--- config.mk ---
export PLATFORM = sky130hd
export DESIGN_NAME = intDivUnit
export DESIGN_NICKNAME = d
export VERILOG_FILES = /design/src/verilog/div_pkg.sv /design/src/verilog/lzc.sv /design/src/verilog/divPreproc.sv /design/src/verilog/divIter.sv /design/src/verilog/divPostproc.sv /design/src/verilog/intDivUnit.sv
export VERILOG_INCLUDE_DIRS = /design/src /design/src/verilog
export SDC_FILE = /design/constraint.sdc
export NUM_CORES = 1
export LEC_CHECK = 0
export BUFFER_PORTS_ARGS = -buffer_cell sky130_fd_sc_hd__buf_4
export CAP_MARGIN = 20
export CORE_AREA = 2 2 216 218
export CTS_CLUSTER_DIAMETER = 40
export DETAILED_ROUTE_END_ITERATION = 8
export DIE_AREA = 0 0 218 220
export PLACE_DENSITY_LB_ADDON = 0.08
export SLEW_MARGIN = 20
export SYNTH_ARGS = -nofsm -noshare
export SYNTH_HDL_FRONTEND = slang
export SYNTH_HIERARCHICAL = 1
export SYNTH_SLANG_ARGS = --single-unit
--- constraint.sdc ---
create_clock -name clk -period 8.3 [get_ports clk]
set_clock_uncertainty 0.1 [all_clocks]
set_input_delay 0.415 -clock clk [delete_from_list [all_inputs] [get_ports clk]]
set_output_delay 0.415 -clock clk [all_outputs]
set_load 0.03 [all_outputs]
--- src/verilog/div_defines.svh ---
// Integer divide configuration
`ifndef DIV_DEFINES_SVH
`define DIV_DEFINES_SVH

////////////////////////////////////////////////////////////
// datapath width
////////////////////////////////////////////////////////////

// operand and result width, 32 or 64
`define XLEN 32

////////////////////////////////////////////////////////////
// count widths
////////////////////////////////////////////////////////////

// leading-zero counts and the iteration count
// one extra bit so that a full XLEN count fits
`define DIVCNTW ($clog2(`XLEN) + 1)

// the preprocessor takes lzcB minus lzcA one bit wider
// so that the top bit of the difference is the sign
// bit DIVCNTW of that difference flags A less than B
// a zero divisor counts as XLEN leading zeros

`endif

--- src/verilog/div_pkg.sv ---
// Integer divide types

package div_pkg;

  ////////////////////////////////////////////////////////////
  // operation encoding
  ////////////////////////////////////////////////////////////

  // bit 0 set means unsigned operands
  // bit 1 set means remainder result
  typedef enum logic [1:0] {
    // signed quotient
    DIV  = 2'b00,
    // unsigned quotient
    DIVU = 2'b01,
    // signed remainder
    REM  = 2'b10,
    // unsigned remainder
    REMU = 2'b11
  } divOpE;

  // the encodings match funct3[1:0] of the RISC-V M extension
  // DIV 100, DIVU 101, REM 110, REMU 111
  // so the decoder can pass those two bits straight through

  // the signed forms negate their magnitudes at the end
  // quotient sign is the xor of both operand signs
  // remainder sign follows the dividend

endpackage

--- src/verilog/lzc.sv ---
// Leading zero counter
`timescale 1ns/1ps
`include "div_defines.svh"

module lzc #(
  parameter int WIDTH = 32
) (
  input  logic [WIDTH-1:0]    num,
  output logic [`DIVCNTW-1:0] zeroCnt
);

  // scan from the lsb upward so the highest set bit wins
  // an all-zero input leaves the count at WIDTH
  always_comb begin
    zeroCnt = (`DIVCNTW)'(WIDTH);
    for (int i = 0; i < WIDTH; i++) begin
      if (num[i]) begin
        zeroCnt = (`DIVCNTW)'(WIDTH - 1 - i);
      end
    end
  end

  // the loop unrolls into a priority chain
  // synthesis folds it into a tree of or and mux stages
  // any WIDTH works, powers of two are not required

  // the count must fit the output
  initial begin
    if (WIDTH >= (1 << `DIVCNTW)) begin
      $error("lzc WIDTH too large for DIVCNTW");
    end
  end

endmodule

--- src/verilog/divPreproc.sv ---
// Integer divide preprocessor
`timescale 1ns/1ps
`include "div_defines.svh"

module divPreproc (
  input  logic                clk,
  input  logic                rstN,
  input  logic                start,
  input  div_pkg::divOpE      op,
  input  logic [`XLEN-1:0]    srcA,
  input  logic [`XLEN-1:0]    srcB,
  output logic                go,
  output logic [`XLEN-1:0]    aAbs,
  output logic [`XLEN-1:0]    dAligned,
  output logic [`DIVCNTW-1:0] iterCount,
  output logic                special,
  output logic                negQuot,
  output logic                negRem,
  output logic                bZero,
  output logic                aLessB,
  output logic [`XLEN-1:0]    srcAHeld,
  output div_pkg::divOpE      opHeld
);

  logic                isSigned;
  logic                aSign;
  logic                bSign;
  logic [`XLEN-1:0]    aMag;
  logic [`XLEN-1:0]    bMag;
  logic                aZeroNow;
  logic                bZeroNow;
  logic [`DIVCNTW-1:0] lzcA;
  logic [`DIVCNTW-1:0] lzcB;
  logic [`DIVCNTW:0]   lzDiff;
  logic                aLessBNow;
  logic [`DIVCNTW-1:0] pShift;

  ////////////////////////////////////////////////////////////
  // signs and magnitudes
  ////////////////////////////////////////////////////////////

  // DIV and REM take signed operands
  assign isSigned = (op == div_pkg::DIV) || (op == div_pkg::REM);

  // sign only counts for the signed forms
  assign aSign = srcA[`XLEN-1] & isSigned;
  assign bSign = srcB[`XLEN-1] & isSigned;

  // two's complement magnitude
  // the signed minimum stays as 2^(XLEN-1), which is still right unsigned
  assign aMag = aSign ? -srcA : srcA;
  assign bMag = bSign ? -srcB : srcB;

  // zero flags straight from the sources
  assign aZeroNow = ~(|srcA);
  assign bZeroNow = ~(|srcB);

  ////////////////////////////////////////////////////////////
  // normalization
  ////////////////////////////////////////////////////////////

  lzc #(.WIDTH(`XLEN)) i_lzcA (
    .num     (aMag),
    .zeroCnt (lzcA)
  );

  lzc #(.WIDTH(`XLEN)) i_lzcB (
    .num     (bMag),
    .zeroCnt (lzcB)
  );

  // one bit wider so the msb is the sign of the difference
  assign lzDiff = {1'b0, lzcB} - {1'b0, lzcA};

  // negative difference: divisor has more significant bits than dividend
  assign aLessBNow = lzDiff[`DIVCNTW];

  // quotient bits beyond the first, also the alignment shift
  assign pShift = aLessBNow ? '0 : lzDiff[`DIVCNTW-1:0];

  ////////////////////////////////////////////////////////////
  // start-registered state
  ////////////////////////////////////////////////////////////

  // go follows an accepted start by one cycle
  always_ff @(posedge clk) begin
    if (!rstN) begin
      go <= 1'b0;
    end else begin
      go <= start;
    end
  end

  // held for the whole operation
  always_ff @(posedge clk) begin
    if (start) begin
      aAbs      <= aMag;
      // top bit of the aligned divisor lines up with the dividend's
      dAligned  <= bMag << pShift;
      iterCount <= pShift;
      // a zero dividend with nonzero divisor also lands in aLessB
      special   <= bZeroNow | aLessBNow | aZeroNow;
      negQuot   <= aSign ^ bSign;
      negRem    <= aSign;
      bZero     <= bZeroNow;
      aLessB    <= aLessBNow;
      srcAHeld  <= srcA;
      opHeld    <= op;
    end
  end

endmodule

--- src/verilog/divIter.sv ---
// Restoring radix-2 divide iteration
`timescale 1ns/1ps
`include "div_defines.svh"

module divIter (
  input  logic                clk,
  input  logic                rstN,
  input  logic                go,
  input  logic                special,
  input  logic [`XLEN-1:0]    aAbs,
  input  logic [`XLEN-1:0]    dAligned,
  input  logic [`DIVCNTW-1:0] iterCount,
  output logic                busy,
  output logic                iterDone,
  output logic [`XLEN-1:0]    quot,
  output logic [`XLEN-1:0]    rem
);

  logic                running;
  logic                lastStepDone;
  logic [`XLEN-1:0]    divisor;
  logic [`DIVCNTW-1:0] stepCnt;
  logic [`XLEN-1:0]    remCur;
  logic [`XLEN-1:0]    divCur;
  logic [`XLEN-1:0]    quotCur;
  logic [`DIVCNTW-1:0] cntCur;
  logic                geDiv;
  logic                step;

  ////////////////////////////////////////////////////////////
  // current step operands
  ////////////////////////////////////////////////////////////

  // on go the first step works on the fresh operands directly
  // so the load and the first quotient bit share one edge
  assign remCur  = go ? aAbs : rem;
  assign divCur  = go ? dAligned : divisor;
  assign quotCur = go ? '0 : quot;
  assign cntCur  = go ? iterCount : stepCnt;

  // restoring compare
  assign geDiv = (remCur >= divCur);

  // special cases never step
  assign step = (go & ~special) | running;

  ////////////////////////////////////////////////////////////
  // control
  ////////////////////////////////////////////////////////////

  always_ff @(posedge clk) begin
    if (!rstN) begin
      running      <= 1'b0;
      lastStepDone <= 1'b0;
    end else begin
      // keep going until the step with count zero
      running      <= step & (cntCur != '0);
      lastStepDone <= step & (cntCur == '0);
    end
  end

  ////////////////////////////////////////////////////////////
  // datapath
  ////////////////////////////////////////////////////////////

  always_ff @(posedge clk) begin
    if (step) begin
      // subtract only when it fits
      rem     <= geDiv ? (remCur - divCur) : remCur;
      // quotient bit enters at the lsb
      quot    <= {quotCur[`XLEN-2:0], geDiv};
      divisor <= divCur >> 1;
      stepCnt <= cntCur - 1'b1;
    end
  end

  // special path answers in the go cycle, postprocessor needs no quotient
  assign iterDone = lastStepDone | (go & special);

  // covers go, the stepping cycles and the handoff cycle
  assign busy = go | running | lastStepDone;

endmodule

--- src/verilog/divPostproc.sv ---
// Integer divide postprocessor
`timescale 1ns/1ps
`include "div_defines.svh"

module divPostproc (
  input  logic             clk,
  input  logic             rstN,
  input  logic             iterDone,
  input  logic             bZero,
  input  logic             aLessB,
  input  logic             negQuot,
  input  logic             negRem,
  input  div_pkg::divOpE   opHeld,
  input  logic [`XLEN-1:0] srcAHeld,
  input  logic [`XLEN-1:0] quot,
  input  logic [`XLEN-1:0] rem,
  output logic             done,
  output logic [`XLEN-1:0] result
);

  logic             isRem;
  logic [`XLEN-1:0] quotSigned;
  logic [`XLEN-1:0] remSigned;
  logic [`XLEN-1:0] quotFinal;
  logic [`XLEN-1:0] remFinal;

  ////////////////////////////////////////////////////////////
  // sign correction
  ////////////////////////////////////////////////////////////

  // REM and REMU return the remainder
  assign isRem = (opHeld == div_pkg::REM) || (opHeld == div_pkg::REMU);

  // negate magnitudes back to two's complement
  // min / -1 gives 2^(XLEN-1) here, which negates onto itself
  assign quotSigned = negQuot ? -quot : quot;
  assign remSigned  = negRem ? -rem : rem;

  ////////////////////////////////////////////////////////////
  // RISC-V special cases
  ////////////////////////////////////////////////////////////

  always_comb begin
    if (bZero) begin
      // divide by zero: all ones quotient, dividend back
      quotFinal = '1;
      remFinal  = srcAHeld;
    end else if (aLessB) begin
      // also covers a zero dividend
      quotFinal = '0;
      remFinal  = srcAHeld;
    end else begin
      quotFinal = quotSigned;
      remFinal  = remSigned;
    end
  end

  ////////////////////////////////////////////////////////////
  // result register
  ////////////////////////////////////////////////////////////

  // single-cycle done pulse
  always_ff @(posedge clk) begin
    if (!rstN) begin
      done <= 1'b0;
    end else begin
      done <= iterDone;
    end
  end

  // holds until the next operation finishes
  always_ff @(posedge clk) begin
    if (iterDone) begin
      result <= isRem ? remFinal : quotFinal;
    end
  end

endmodule

--- src/verilog/intDivUnit.sv ---
// Integer divide unit
`timescale 1ns/1ps
`include "div_defines.svh"

module intDivUnit (
  input  logic             clk,
  input  logic             rstN,
  input  logic             start,
  input  div_pkg::divOpE   op,
  input  logic [`XLEN-1:0] srcA,
  input  logic [`XLEN-1:0] srcB,
  output logic             busy,
  output logic             done,
  output logic [`XLEN-1:0] result
);

  logic                startAcc;
  logic                go;
  logic [`XLEN-1:0]    aAbs;
  logic [`XLEN-1:0]    dAligned;
  logic [`DIVCNTW-1:0] iterCount;
  logic                special;
  logic                negQuot;
  logic                negRem;
  logic                bZero;
  logic                aLessB;
  logic [`XLEN-1:0]    srcAHeld;
  div_pkg::divOpE      opHeld;
  logic                iterDone;
  logic [`XLEN-1:0]    quot;
  logic [`XLEN-1:0]    rem;

  // start counts only when idle
  assign startAcc = start & ~busy;

  divPreproc i_divPreproc (
    .clk, .rstN, .start(startAcc), .op, .srcA, .srcB,
    .go, .aAbs, .dAligned, .iterCount, .special,
    .negQuot, .negRem, .bZero, .aLessB, .srcAHeld, .opHeld
  );

  divIter i_divIter (
    .clk, .rstN, .go, .special, .aAbs, .dAligned, .iterCount,
    .busy, .iterDone, .quot, .rem
  );

  divPostproc i_divPostproc (
    .clk, .rstN, .iterDone, .bZero, .aLessB, .negQuot, .negRem,
    .opHeld, .srcAHeld, .quot, .rem, .done, .result
  );

endmodule

Yosys cells after proc, flatten, opt, wreduce, memory -nomap -nowiden
Cells that the tools add are included.

Register bits: 246. Latch bits: 0. Bits in writable memories: 0. ROM bits: 0. Bits of input ports: 69. Word-level logic and storage cells: 135. Memories: 0.

Add/subtract/negate cells: 7. Multiply operators: 0. Div/mod/pow operators: 0. Magnitude comparators: 1. Equality and inequality tests: 3. Shifts and indexed selects: 1. Muxes and demuxes: 78. Bitwise logic cells: 18. Reductions and logical operators: 7.

Operators by type and width (count): $mux 6 (66); $mux 32 (12); $neg 32->32 (4); $reduce_or 32->1 (2); $ge 32x32->1 (1); $shl 32x6->32 (1); $sub 32x32->32 (1); $and 1x1->1 (7); $sub 6x6->7 (1); $eq 2x2->1 const B (3); $logic_not 6->1 (1); $or 1x1->1 (6); $reduce_bool 6->1 (1); $sub 6x1->6 const B (1); $not 1->1 (4); $logic_not 2->1 (1); $logic_or 1x1->1 (2); $xor 1x1->1 (1).

Longest topological paths before layout
Gate-level depths: netlist of the first run.

Word-level depth: 39. Depth in mapped cells: 28.

Cells and area by module
Netlist of the first run, hierarchy kept.

By module, submodules not included: divPreproc (instances 1, cells each 714, area each 7298.2 um^2); divIter (instances 1, cells each 584, area each 6381.1 um^2); divPostproc (instances 1, cells each 462, area each 3684.8 um^2); lzc (instances 2, cells each 65, area each 367.9 um^2); intDivUnit (instances 1, cells each 1, area each 13.8 um^2).

Least setup slack after synthesis of the first run
No wires, ideal clock.

Path kind: input -> register. Start point: input port srcA[6]. End point: register i_divPreproc.dAligned[28], data pin. Setup time: 0.261 ns. Data arrival time: 5.686 ns. Required time: 7.939 ns. Setup slack: 2.254 ns. Cell stages on the path: 25. Path buffers: 2. Path through: nor4_1 nor3b_1 nand2_1 nor3b_2 nand2_1 or4_1 o21ai_0 xnor2_1 o31ai_1 or4_1 nor3_1 a21o_1 inv_1 fa_1 a21o_1 and3_1 clkbuf_1 o21ai_2 inv_1 buf_2 o211ai_1 o211ai_1 a21oi_1 o22ai_1 a221o_1.

Elaborated cells between the ends (all ways): 31. Those cells by class: add/sub (2); shift (1); mux (28).

RTL lines: start: declaration (line intDivUnit.sv:10) `` input logic [`XLEN-1:0] srcA, ``; $neg 32->32 (line divPreproc.sv:51) `assign aMag = aSign ? -srcA : srcA;`; $mux 32 (line divPreproc.sv:51); named net i_divPreproc.aMag[28] (line divPreproc.sv:28) `` logic [`XLEN-1:0] aMag; ``; $mux 6 (4 in series) (line lzc.sv:17) `if (num[i]) begin`; named net i_divPreproc.lzcA[1] (line divPreproc.sv:32) `` logic [`DIVCNTW-1:0] lzcA; ``; $sub 6x6->7 (line divPreproc.sv:73) `assign lzDiff = {1'b0, lzcB} - {1'b0, lzcA};`; $mux 6 (line divPreproc.sv:79) `` assign pShift = aLessBNow ? '0 : lzDiff[`DIVCNTW-1:0]; ``; named net i_divPreproc.pShift[0] (line divPreproc.sv:36) `` logic [`DIVCNTW-1:0] pShift; ``; $shl 32x6->32 (line divPreproc.sv:99) `dAligned <= bMag << pShift;`; end signal: assignment (line divPreproc.sv:99); end: declaration (line divPreproc.sv:14) `` output logic [`XLEN-1:0] dAligned, ``.

The timed path passes the listed nets, and every way through them passes these cells. A chain may end at the register's enable or synchronous reset.

Worst setup path in the final report of the first run
Start point: input port srcA[6]. End point: register i_divPreproc.dAligned[25], data pin.

Elaborated cells between the ends (all ways): 31. Those cells by class: add/sub (2); shift (1); mux (28).

RTL lines (line): $neg 32->32 (divPreproc.sv:51); $mux 32 (divPreproc.sv:51); named net i_divPreproc.aMag[28] (divPreproc.sv:28); $mux 6 (4 in series) (lzc.sv:17); named net i_divPreproc.lzcA[1] (divPreproc.sv:32); $sub 6x6->7 (divPreproc.sv:73); $mux 6 (divPreproc.sv:79); $shl 32x6->32 (divPreproc.sv:99).

The timed path passes the listed nets, and every way through them passes these cells.

==> impl_metrics.yaml, run 1 <==
pwr:
  power_switching_uw: 2230
  p_leak_uw: 0.00781
  clkPwrFrac: 0.338
  share_comb_of_total_power: 0.364
  ir_worst_vdd_mv: 0.151
  p_int_uw: 3680
  total_power_uw: 5910
  switching_share: 0.377
  power_density_nw_per_um2: 275
  p_seq_frac: 0.298
layout:
  fin_nets: 2127
  drive_above_1_share: 0.162
  antenna_cells: 0
  synthToLayoutAreaGrowth_pct: 18.8
sta:
  setup_ws_ps: 530
  slew_violations: 0
  fin_tns_setup_ps: 0
  setup_violations: 0
  relSlewSlack: 0.263
  max_clock_freq_mhz: 129
  rsz0062_at_grt: "no"
  hold_viol_final: 0
  finalCritPeriodShare: 0.936
  period_minus_slack_ps: 7770
  worst_pin_slew_ps: 1100
  whs_ps: 53.5
logic_synthesis:
  synthesis.nets: 2005
  ys_warn_count: 6
  synth_area_um2: 18100
  avgSynthCellArea_um2: 9.57
  synthCells: 1890
drt:
  drtIter0Drc: 1617
  drt_wl_total_um: 67200
  avgRoutedWirePerCell_um: 25.3
  drcViolationCount: 0
  num_vias: 16300
  viasPerCell: 6.13
  postRouteAntennaNets: 0
  firstDrtPassIters: 6
placement:
  detailedPlacementHpwl_um: 50800
  globalplace.congestion: 0.982
  pre_cts_ws_ps: 512
  portBuffers: 102
setup_path:
  path_common_cell: "buf_4"
  critPathBufInv: 6
  crit_slowest_cell: "fa_1"
  critPathKind: "input pin to flop"
  worstPathRequired_ps: 8520
  crit_fanout: 16
  crit_path_start_kind: "input pin"
  crit_family: "simple AND/OR/NAND/NOR gates"
  r2r_slack_ps: 3110
  slowest_delay_ps: 750
  critical_path_arrival_ps: 7990
  end_kind: "flop"
floorplanning:
  start_util: 0.394
  core-area_um2: 45900
  pin_count: 103
  die-area_um2: 48000
  die_h_um: 220
  die_w_um: 218
  rows: 79
clocking:
  cts_root_buffer: "clkbuf_16"
  insertion_delay_ps: 570
  cts_buffers: 46
  htreeDepth: 2
  cts_num_sinks: 244
  ctsLongestPathBuffers: 3
  worst_setup_hold_path_clk_slew_ps: 60
  post_cts_buffers: 0
  cts_tree: "yes"
global_route:
  grt_max_degree: 69
  overflow: 0
  grt_antenna_before_repair: 1
  grt_usage: 0.277
  first_global_vias: 15700
  grt_pass1_wl_um: 99600
min_path:
  hp-class: "input pin to flop"
outcome:
  status: "completed"
run:
  drv_cap: 0
==> stage by stage <==
stage               instances  instance area (um^2)   util
floorplan                1890                 18100      -
global placement         2538                 19500  0.424
detailed placement       2538                 19500  0.424
CTS                      2656                 21500  0.468
global route             2656                 21500  0.468
finish                   2656                 21500  0.468
==> power groups by stage <==
stage,registers [uW],clock network (uW),logic (uW)
2_1_floorplan,1730,0,1420
3_3_place_gp,1790,0,2110
3_5_place_dp,1790,0,2100
4_1_cts,1760,2030,2120
5_1_grt,1780,2090,2330
6_report,1760,2000,2150
==> final timing paths <==
kind | startpoint | end | cells after the start
setup / recovery | srcA[6] | i_divPreproc/dAligned[25]$_SDFFCE_PP0P_ | 25
hold reg to reg | i_divIter/divisor[11]$_DFFE_PP_ | i_divIter/divisor[10]$_DFFE_PP_ | 2
hold / removal | srcA[31] | i_divPreproc/srcAHeld[31]$_DFFE_PP_ | 1
setup reg to reg | i_divPreproc/go$_SDFF_PN0_ | i_divIter/rem[3]$_DFFE_PP_ | 11
==> flip-flops by register name (all words and copies together), names as in the netlist, 6 cells and up <==
| register | count |
|---|---|
| i_divIter/quot | 32 |
| i_divIter/rem | 32 |
| i_divPostproc/result | 32 |
| i_divPreproc/aAbs | 32 |
| i_divPreproc/dAligned | 32 |
| i_divIter/divisor | 31 |
| i_divPreproc/srcAHeld | 31 |
| i_divIter/stepCnt | 6 |
| i_divPreproc/iterCount | 6 |
==> what timing repair did <==
| item | CTS | global route |
|---|---|---|
| hold buffers | 33 | 0 |
| endpoints found under the hold margin | 34 | 0 |
| setup endpoints to repair | 0 | 18 |
| resized for setup | 0 | 6 |
==> layer usage <==
metal | routed length [um] | track usage | up-vias
li1 | - | - | 7541
met1 | 27800 | 0.350 | 8014
met2 | 33500 | 0.485 | 586
met3 | 3340 | 0.0319 | 132
met4 | 2540 | 0.107 | 2
met5 | 10 | 0 | -
==> cells in the final DEF (no fill, tap or decap), types with 47 or more instances in the layout <==
cell type,count
xor2_1,58
nand2_1,135
o21ai_0,100
mux2i_1,74
nor3_1,54
nor2_1,121
a21oi_1,104
nor4_1,51
clkbuf_16,47
inv_1,107
edfxtp_1,240
buf_4,135
nor2b_1,49
==> area by class of cell <==
cell class | count | area (um^2)
clock inverter | 36 | 478
sequential | 244 | 7290
inverter | 113 | 428
multi-input combinational | 1439 | 10000
tap | 607 | 759
timing repair buffer | 168 | 1340
clock buffer | 49 | 1180
fill | 4418 | 24400
(Power assumes the default switching activity.)
==> inputs of run 2 (changes only) <==
--- a/config.mk
+++ b/config.mk
@@ -8,10 +8,10 @@
 export LEC_CHECK = 0
 export BUFFER_PORTS_ARGS = -buffer_cell sky130_fd_sc_hd__buf_4
 export CAP_MARGIN = 20
-export CORE_AREA = 2 2 216 218
+export CORE_AREA = 2 2 194 196
 export CTS_CLUSTER_DIAMETER = 40
 export DETAILED_ROUTE_END_ITERATION = 8
-export DIE_AREA = 0 0 218 220
+export DIE_AREA = 0 0 196 198
 export PLACE_DENSITY_LB_ADDON = 0.08
 export SLEW_MARGIN = 20
 export SYNTH_ARGS = -nofsm -noshare
==> impl_metrics.yaml, run 2 (same netlist as run 1, synthesis figures left out) <==
setup_path:
  worstPathRequired_ps: 8500
  end_kind: "flop"
  crit_path_start_kind: "input pin"
  critPathKind: "input pin to flop"
  critical_path_arrival_ps: 7930
  crit_slowest_cell: "a2111oi_1"
  crit_chain: "dlygate4sd3_1 -> buf_4 -> nor4_1 -> nor3b_2 -> nand2_1 -> nor3b_2 -> nand2_1 -> or4_1 -> o31ai_2 -> xnor2_1 -> nor4_1 -> nand3_1 -> nor4_1 -> inv_1 -> ha_1 -> and2_1 -> a221oi_2 -> nand2_2 -> nand2_1 -> clkinv_1 -> a2111oi_1 -> buf_4 -> a211oi_1 -> a211o_1"
  critPathBufInv: 5
  crit_fanout: 18
  crit_family: "simple AND/OR/NAND/NOR gates"
  slowest_delay_ps: 770
floorplanning:
  die-area_um2: 38800
  rows: 71
  die_w_um: 196
  core-area_um2: 37000
  pin_count: 103
  start_util: 0.489
  die_h_um: 198
drt:
  firstDrtPassIters: 6
  num_vias: 16200
  drt_wl_total_um: 64200
  drcViolationCount: 0
  viasPerCell: 6.43
  avgRoutedWirePerCell_um: 25.4
  drtIter0Drc: 1438
  postRouteAntennaNets: 0
placement:
  detailedPlacementHpwl_um: 48400
  pre_cts_ws_ps: 499
  globalplace.congestion: 1.02
  portBuffers: 102
outcome:
  status: "completed"
clocking:
  cts_num_sinks: 244
  ctsLongestPathBuffers: 3
  worst_setup_hold_path_clk_slew_ps: 50
  insertion_delay_ps: 580
  htreeDepth: 2
  cts_root_buffer: "clkbuf_16"
  cts_tree: "yes"
  cts_buffers: 46
  post_cts_buffers: 0
layout:
  drive_above_1_share: 0.160
  fin_nets: 2125
  synthToLayoutAreaGrowth_pct: 17.1
  final_common_cell: "edfxtp_1"
  layout_common_cells: "edfxtp_1, nand2_1, buf_4"
pwr:
  p_seq_frac: 0.312
  clkPwrFrac: 0.315
  ir_worst_vdd_mv: 0.165
  power_switching_uw: 2260
  p_leak_uw: 0.00775
  p_int_uw: 3470
  switching_share: 0.395
  power_density_nw_per_um2: 271
  share_comb_of_total_power: 0.372
sta:
  worst_pin_slew_ps: 1060
  fin_tns_setup_ps: 0
  max_clock_freq_mhz: 129
  setup_ws_ps: 568
  period_minus_slack_ps: 7730
  setup_violations: 0
  hold_viol_final: 0
  rsz0062_at_grt: "no"
  slew_violations: 0
  relSlewSlack: 0.292
  finalCritPeriodShare: 0.932
global_route:
  grt_antenna_before_repair: 4
  grt_pass1_wl_um: 95100
  grt_max_degree: 74
  first_global_vias: 15500
  overflow: 0
  grt_usage: 0.326
run:
  drv_cap: 0
min_path:
  hp-class: "input pin to flop"
run 2: final cells by class:
class | count | area [um^2]
fillers | 3271 | 15800
multi-input cells | 1439 | 10000
flip-flops and latches | 244 | 7290
repair buffers | 166 | 1340
clock buffers | 49 | 1160
well taps | 474 | 593
inverters | 113 | 424
clock inverters | 36 | 349
diodes | 4 | 10.0
run 2: layer usage:
metal,GRT usage,vias up,wire length [um]
li1,-,7530,-
met1,0.407,7929,26600
met2,0.556,633,31100
met3,0.0502,147,3560
met4,0.153,0,2990
met5,0,-,0
run 2: power by group through the flow:
stage               sequential, uW  clock [uW]  combinational (uW)
floorplan                     1730           0                1420
global placement              1810           0                2070
detailed placement            1810           0                2070
CTS                           1780        1830                2090
global route                  1800        1890                2290
finish                        1790        1810                2130
run 2: repair_timing:
item | CTS | global route
endpoints found under the hold margin | 36 | 0
gates resized for setup | 0 | 4
setup endpoints to repair | 0 | 13
hold buffers | 33 | 0
run 2: final timing paths:
check,start,to,slack (ps),cells after the start
worst max-delay path,srcA[5],i_divPreproc/dAligned[25]$_SDFFCE_PP0P_,570,24
worst min-delay path,srcA[31],i_divPreproc/srcAHeld[31]$_DFFE_PP_,80,1
worst max register to register,i_divPreproc/go$_SDFF_PN0_,i_divIter/rem[31]$_DFFE_PP_,3440,12
worst min register to register,i_divPreproc/srcAHeld[8]$_DFFE_PP_,i_divPostproc/result[8]$_DFFE_PP_,440,2
run 2: worst reg2reg max path: cells and delay by family (launching register included):
kind,cells,cell delay [ps]
simple gates,3,750
mux,1,790
fa+ha+maj,1,410
compound gates,4,890
buf+inv,3,1350
flops,1,340
run 2: per-stage QoR:
| stage | hold slack, ps | cells | total power (uW) | utilization | cell area, um^2 |
|---|---|---|---|---|---|
| after floorplan | 412 | 1890 | 3150 | - | 18100 |
| after global placement | 450 | 2402 | 3880 | 0.522 | 19300 |
| after detailed placement | 447 | 2402 | 3870 | 0.522 | 19300 |
| after CTS | 42.5 | 2520 | 5710 | 0.571 | 21100 |
| after global routing | 56.5 | 2523 | 5980 | 0.573 | 21200 |
| final | 76.1 | 2525 | 5730 | 0.573 | 21200 |
==> inputs of run 3 (changes only) <==
==> constraint.sdc (replaced) <==
create_clock -name clk -period 8.3 [get_ports clk]
set_clock_uncertainty 0.1 [all_clocks]
set_input_delay 0.83 -clock clk [delete_from_list [all_inputs] [get_ports clk]]
set_output_delay 0.83 -clock clk [all_outputs]
set_load 0.03 [all_outputs]
==> impl_metrics.yaml, run 3 (same netlist as run 1, synthesis figures left out) <==
layout:
  multi_input_area_um2: 9980
  fillers: 3279
  drive_above_1_share: 0.165
  seq_area_um2: 7290
  fin_nets: 2104
  final_common_cell: "edfxtp_1"
  layout_common_cells: "edfxtp_1, buf_4, nand2_1"
  synthToLayoutAreaGrowth_pct: 15.5
global_route:
  grt_max_degree: 70
  grt_antenna_before_repair: 3
  overflow: 0
  grt_usage: 0.327
  grt_pass1_wl_um: 95400
  first_global_vias: 15300
sta:
  period_minus_slack_ps: 7250
  setup_violations: 0
  hold_viol_final: 0
  worst_pin_slew_ps: 1100
  fin_tns_setup_ps: 0
  finalCritPeriodShare: 0.874
  rsz0062_at_grt: "no"
  slew_violations: 0
  relSlewSlack: 0.257
  setup_ws_ps: 1050
  max_clock_freq_mhz: 138
pwr:
  power_density_nw_per_um2: 277
  p_seq_frac: 0.312
  ir_worst_vdd_mv: 0.169
  total_power_uw: 5780
  power_switching_uw: 2220
  switching_share: 0.385
  clkPwrFrac: 0.319
  share_comb_of_total_power: 0.368
  p_leak_uw: 0.00767
  p_int_uw: 3560
setup_path:
  worstPathRequired_ps: 8520
  critical_path_arrival_ps: 7470
  end_kind: "flop"
  crit_family: "compound AO/OA/AOI/OAI gates"
  critPathKind: "input pin to flop"
  crit_chain: "buf_4 -> or4_1 -> nor3_1 -> nor3b_1 -> nand3_1 -> nor4_1 -> a21oi_1 -> xor2_1 -> nor3_1 -> o21a_1 -> a2111oi_0 -> a221oi_1 -> ha_1 -> inv_1 -> fa_1 -> buf_4 -> nor4b_1 -> a2111oi_0 -> a211oi_1 -> o22ai_1 -> a21oi_1 -> o21ai_0 -> o22ai_1 -> a221o_1"
  slowest_delay_ps: 660
  crit_path_start_kind: "input pin"
  crit_slowest_cell: "o21ai_0"
  critPathBufInv: 3
  crit_fanout: 14
run:
  drv_cap: 0
drt:
  drt_wl_total_um: 64600
  num_vias: 16300
  drcViolationCount: 0
  drtIter0Drc: 1558
  viasPerCell: 6.54
  postRouteAntennaNets: 0
  firstDrtPassIters: 6
  avgRoutedWirePerCell_um: 25.9
clocking:
  cts_buffers: 42
  cts_tree: "yes"
  cts_root_buffer: "clkbuf_16"
  ctsLongestPathBuffers: 3
  cts_resized: 0
  worst_setup_hold_path_clk_slew_ps: 50
  cts_num_sinks: 244
  insertion_delay_ps: 580
  postCtsHoldBufs: 0
  htreeDepth: 2
  post_cts_buffers: 0
floorplanning:
  die-area_um2: 38800
  start_util: 0.489
  pin_count: 103
  die_h_um: 198
  core-area_um2: 37000
  die_w_um: 196
  rows: 71
placement:
  pre_cts_ws_ps: 380
  portBuffers: 102
  detailedPlacementHpwl_um: 48800
  globalplace.congestion: 0.984
outcome:
  status: "completed"
min_path:
  hp-class: "input pin to flop"
==> run 3: metrics by stage <==
stage                     hold slack [ps]   util  std cells  instance area, um^2
after CTS                             336  0.565       2496                20900
after global placement                442  0.525       2419                19400
after global routing                  341  0.565       2496                20900
final                                 346  0.565       2497                20900
after floorplan                       412      -       1890                18100
after detailed placement              439  0.525       2419                19400
==> run 3: worst paths after layout <==
path	endpoint	startpoint	cells past startpoint	slack, ps
max	i_divPreproc/dAligned[26]$_SDFFCE_PP0P_	srcA[10]	24	1050
min	i_divPreproc/opHeld[1]$_DFFE_PP_	op[1]	1	350
max reg2reg	i_divIter/rem[0]$_DFFE_PP_	i_divPreproc/go$_SDFF_PN0_	11	3510
min reg2reg	i_divIter/divisor[20]$_DFFE_PP_	i_divIter/divisor[21]$_DFFE_PP_	2	460
==> run 3: final cells by class <==
type / count / area share
Clock inverter: 30 / 0.0199
Multi-Input combinational cell: 1439 / 0.478
Sequential cell: 244 / 0.349
Timing Repair Buffer: 149 / 0.0535
Inverter: 113 / 0.0203
Antenna cell: 1 / 0.000120
Clock buffer: 47 / 0.0512
Tap cell: 474 / 0.0284
==> run 3: per-layer routing <==
| metal | vias to the layer above | GRT usage | wire length, um |
|---|---|---|---|
| met1 | 7922 | 0.400 | 25500 |
| met5 | - | 0 | 14 |
| li1 | 7460 | - | - |
| met3 | 164 | 0.0516 | 4480 |
| met4 | 2 | 0.147 | 3010 |
| met2 | 779 | 0.570 | 31600 |
==> run 3: power groups by stage <==
stage               Clock, uW  Sequential [uW]  Combinational, uW
floorplan                   0             1730               1420
global placement            0             1820               2070
detailed placement          0             1820               2080
CTS                      1870             1800               2090
global route             1910             1810               2280
finish                   1850             1810               2130
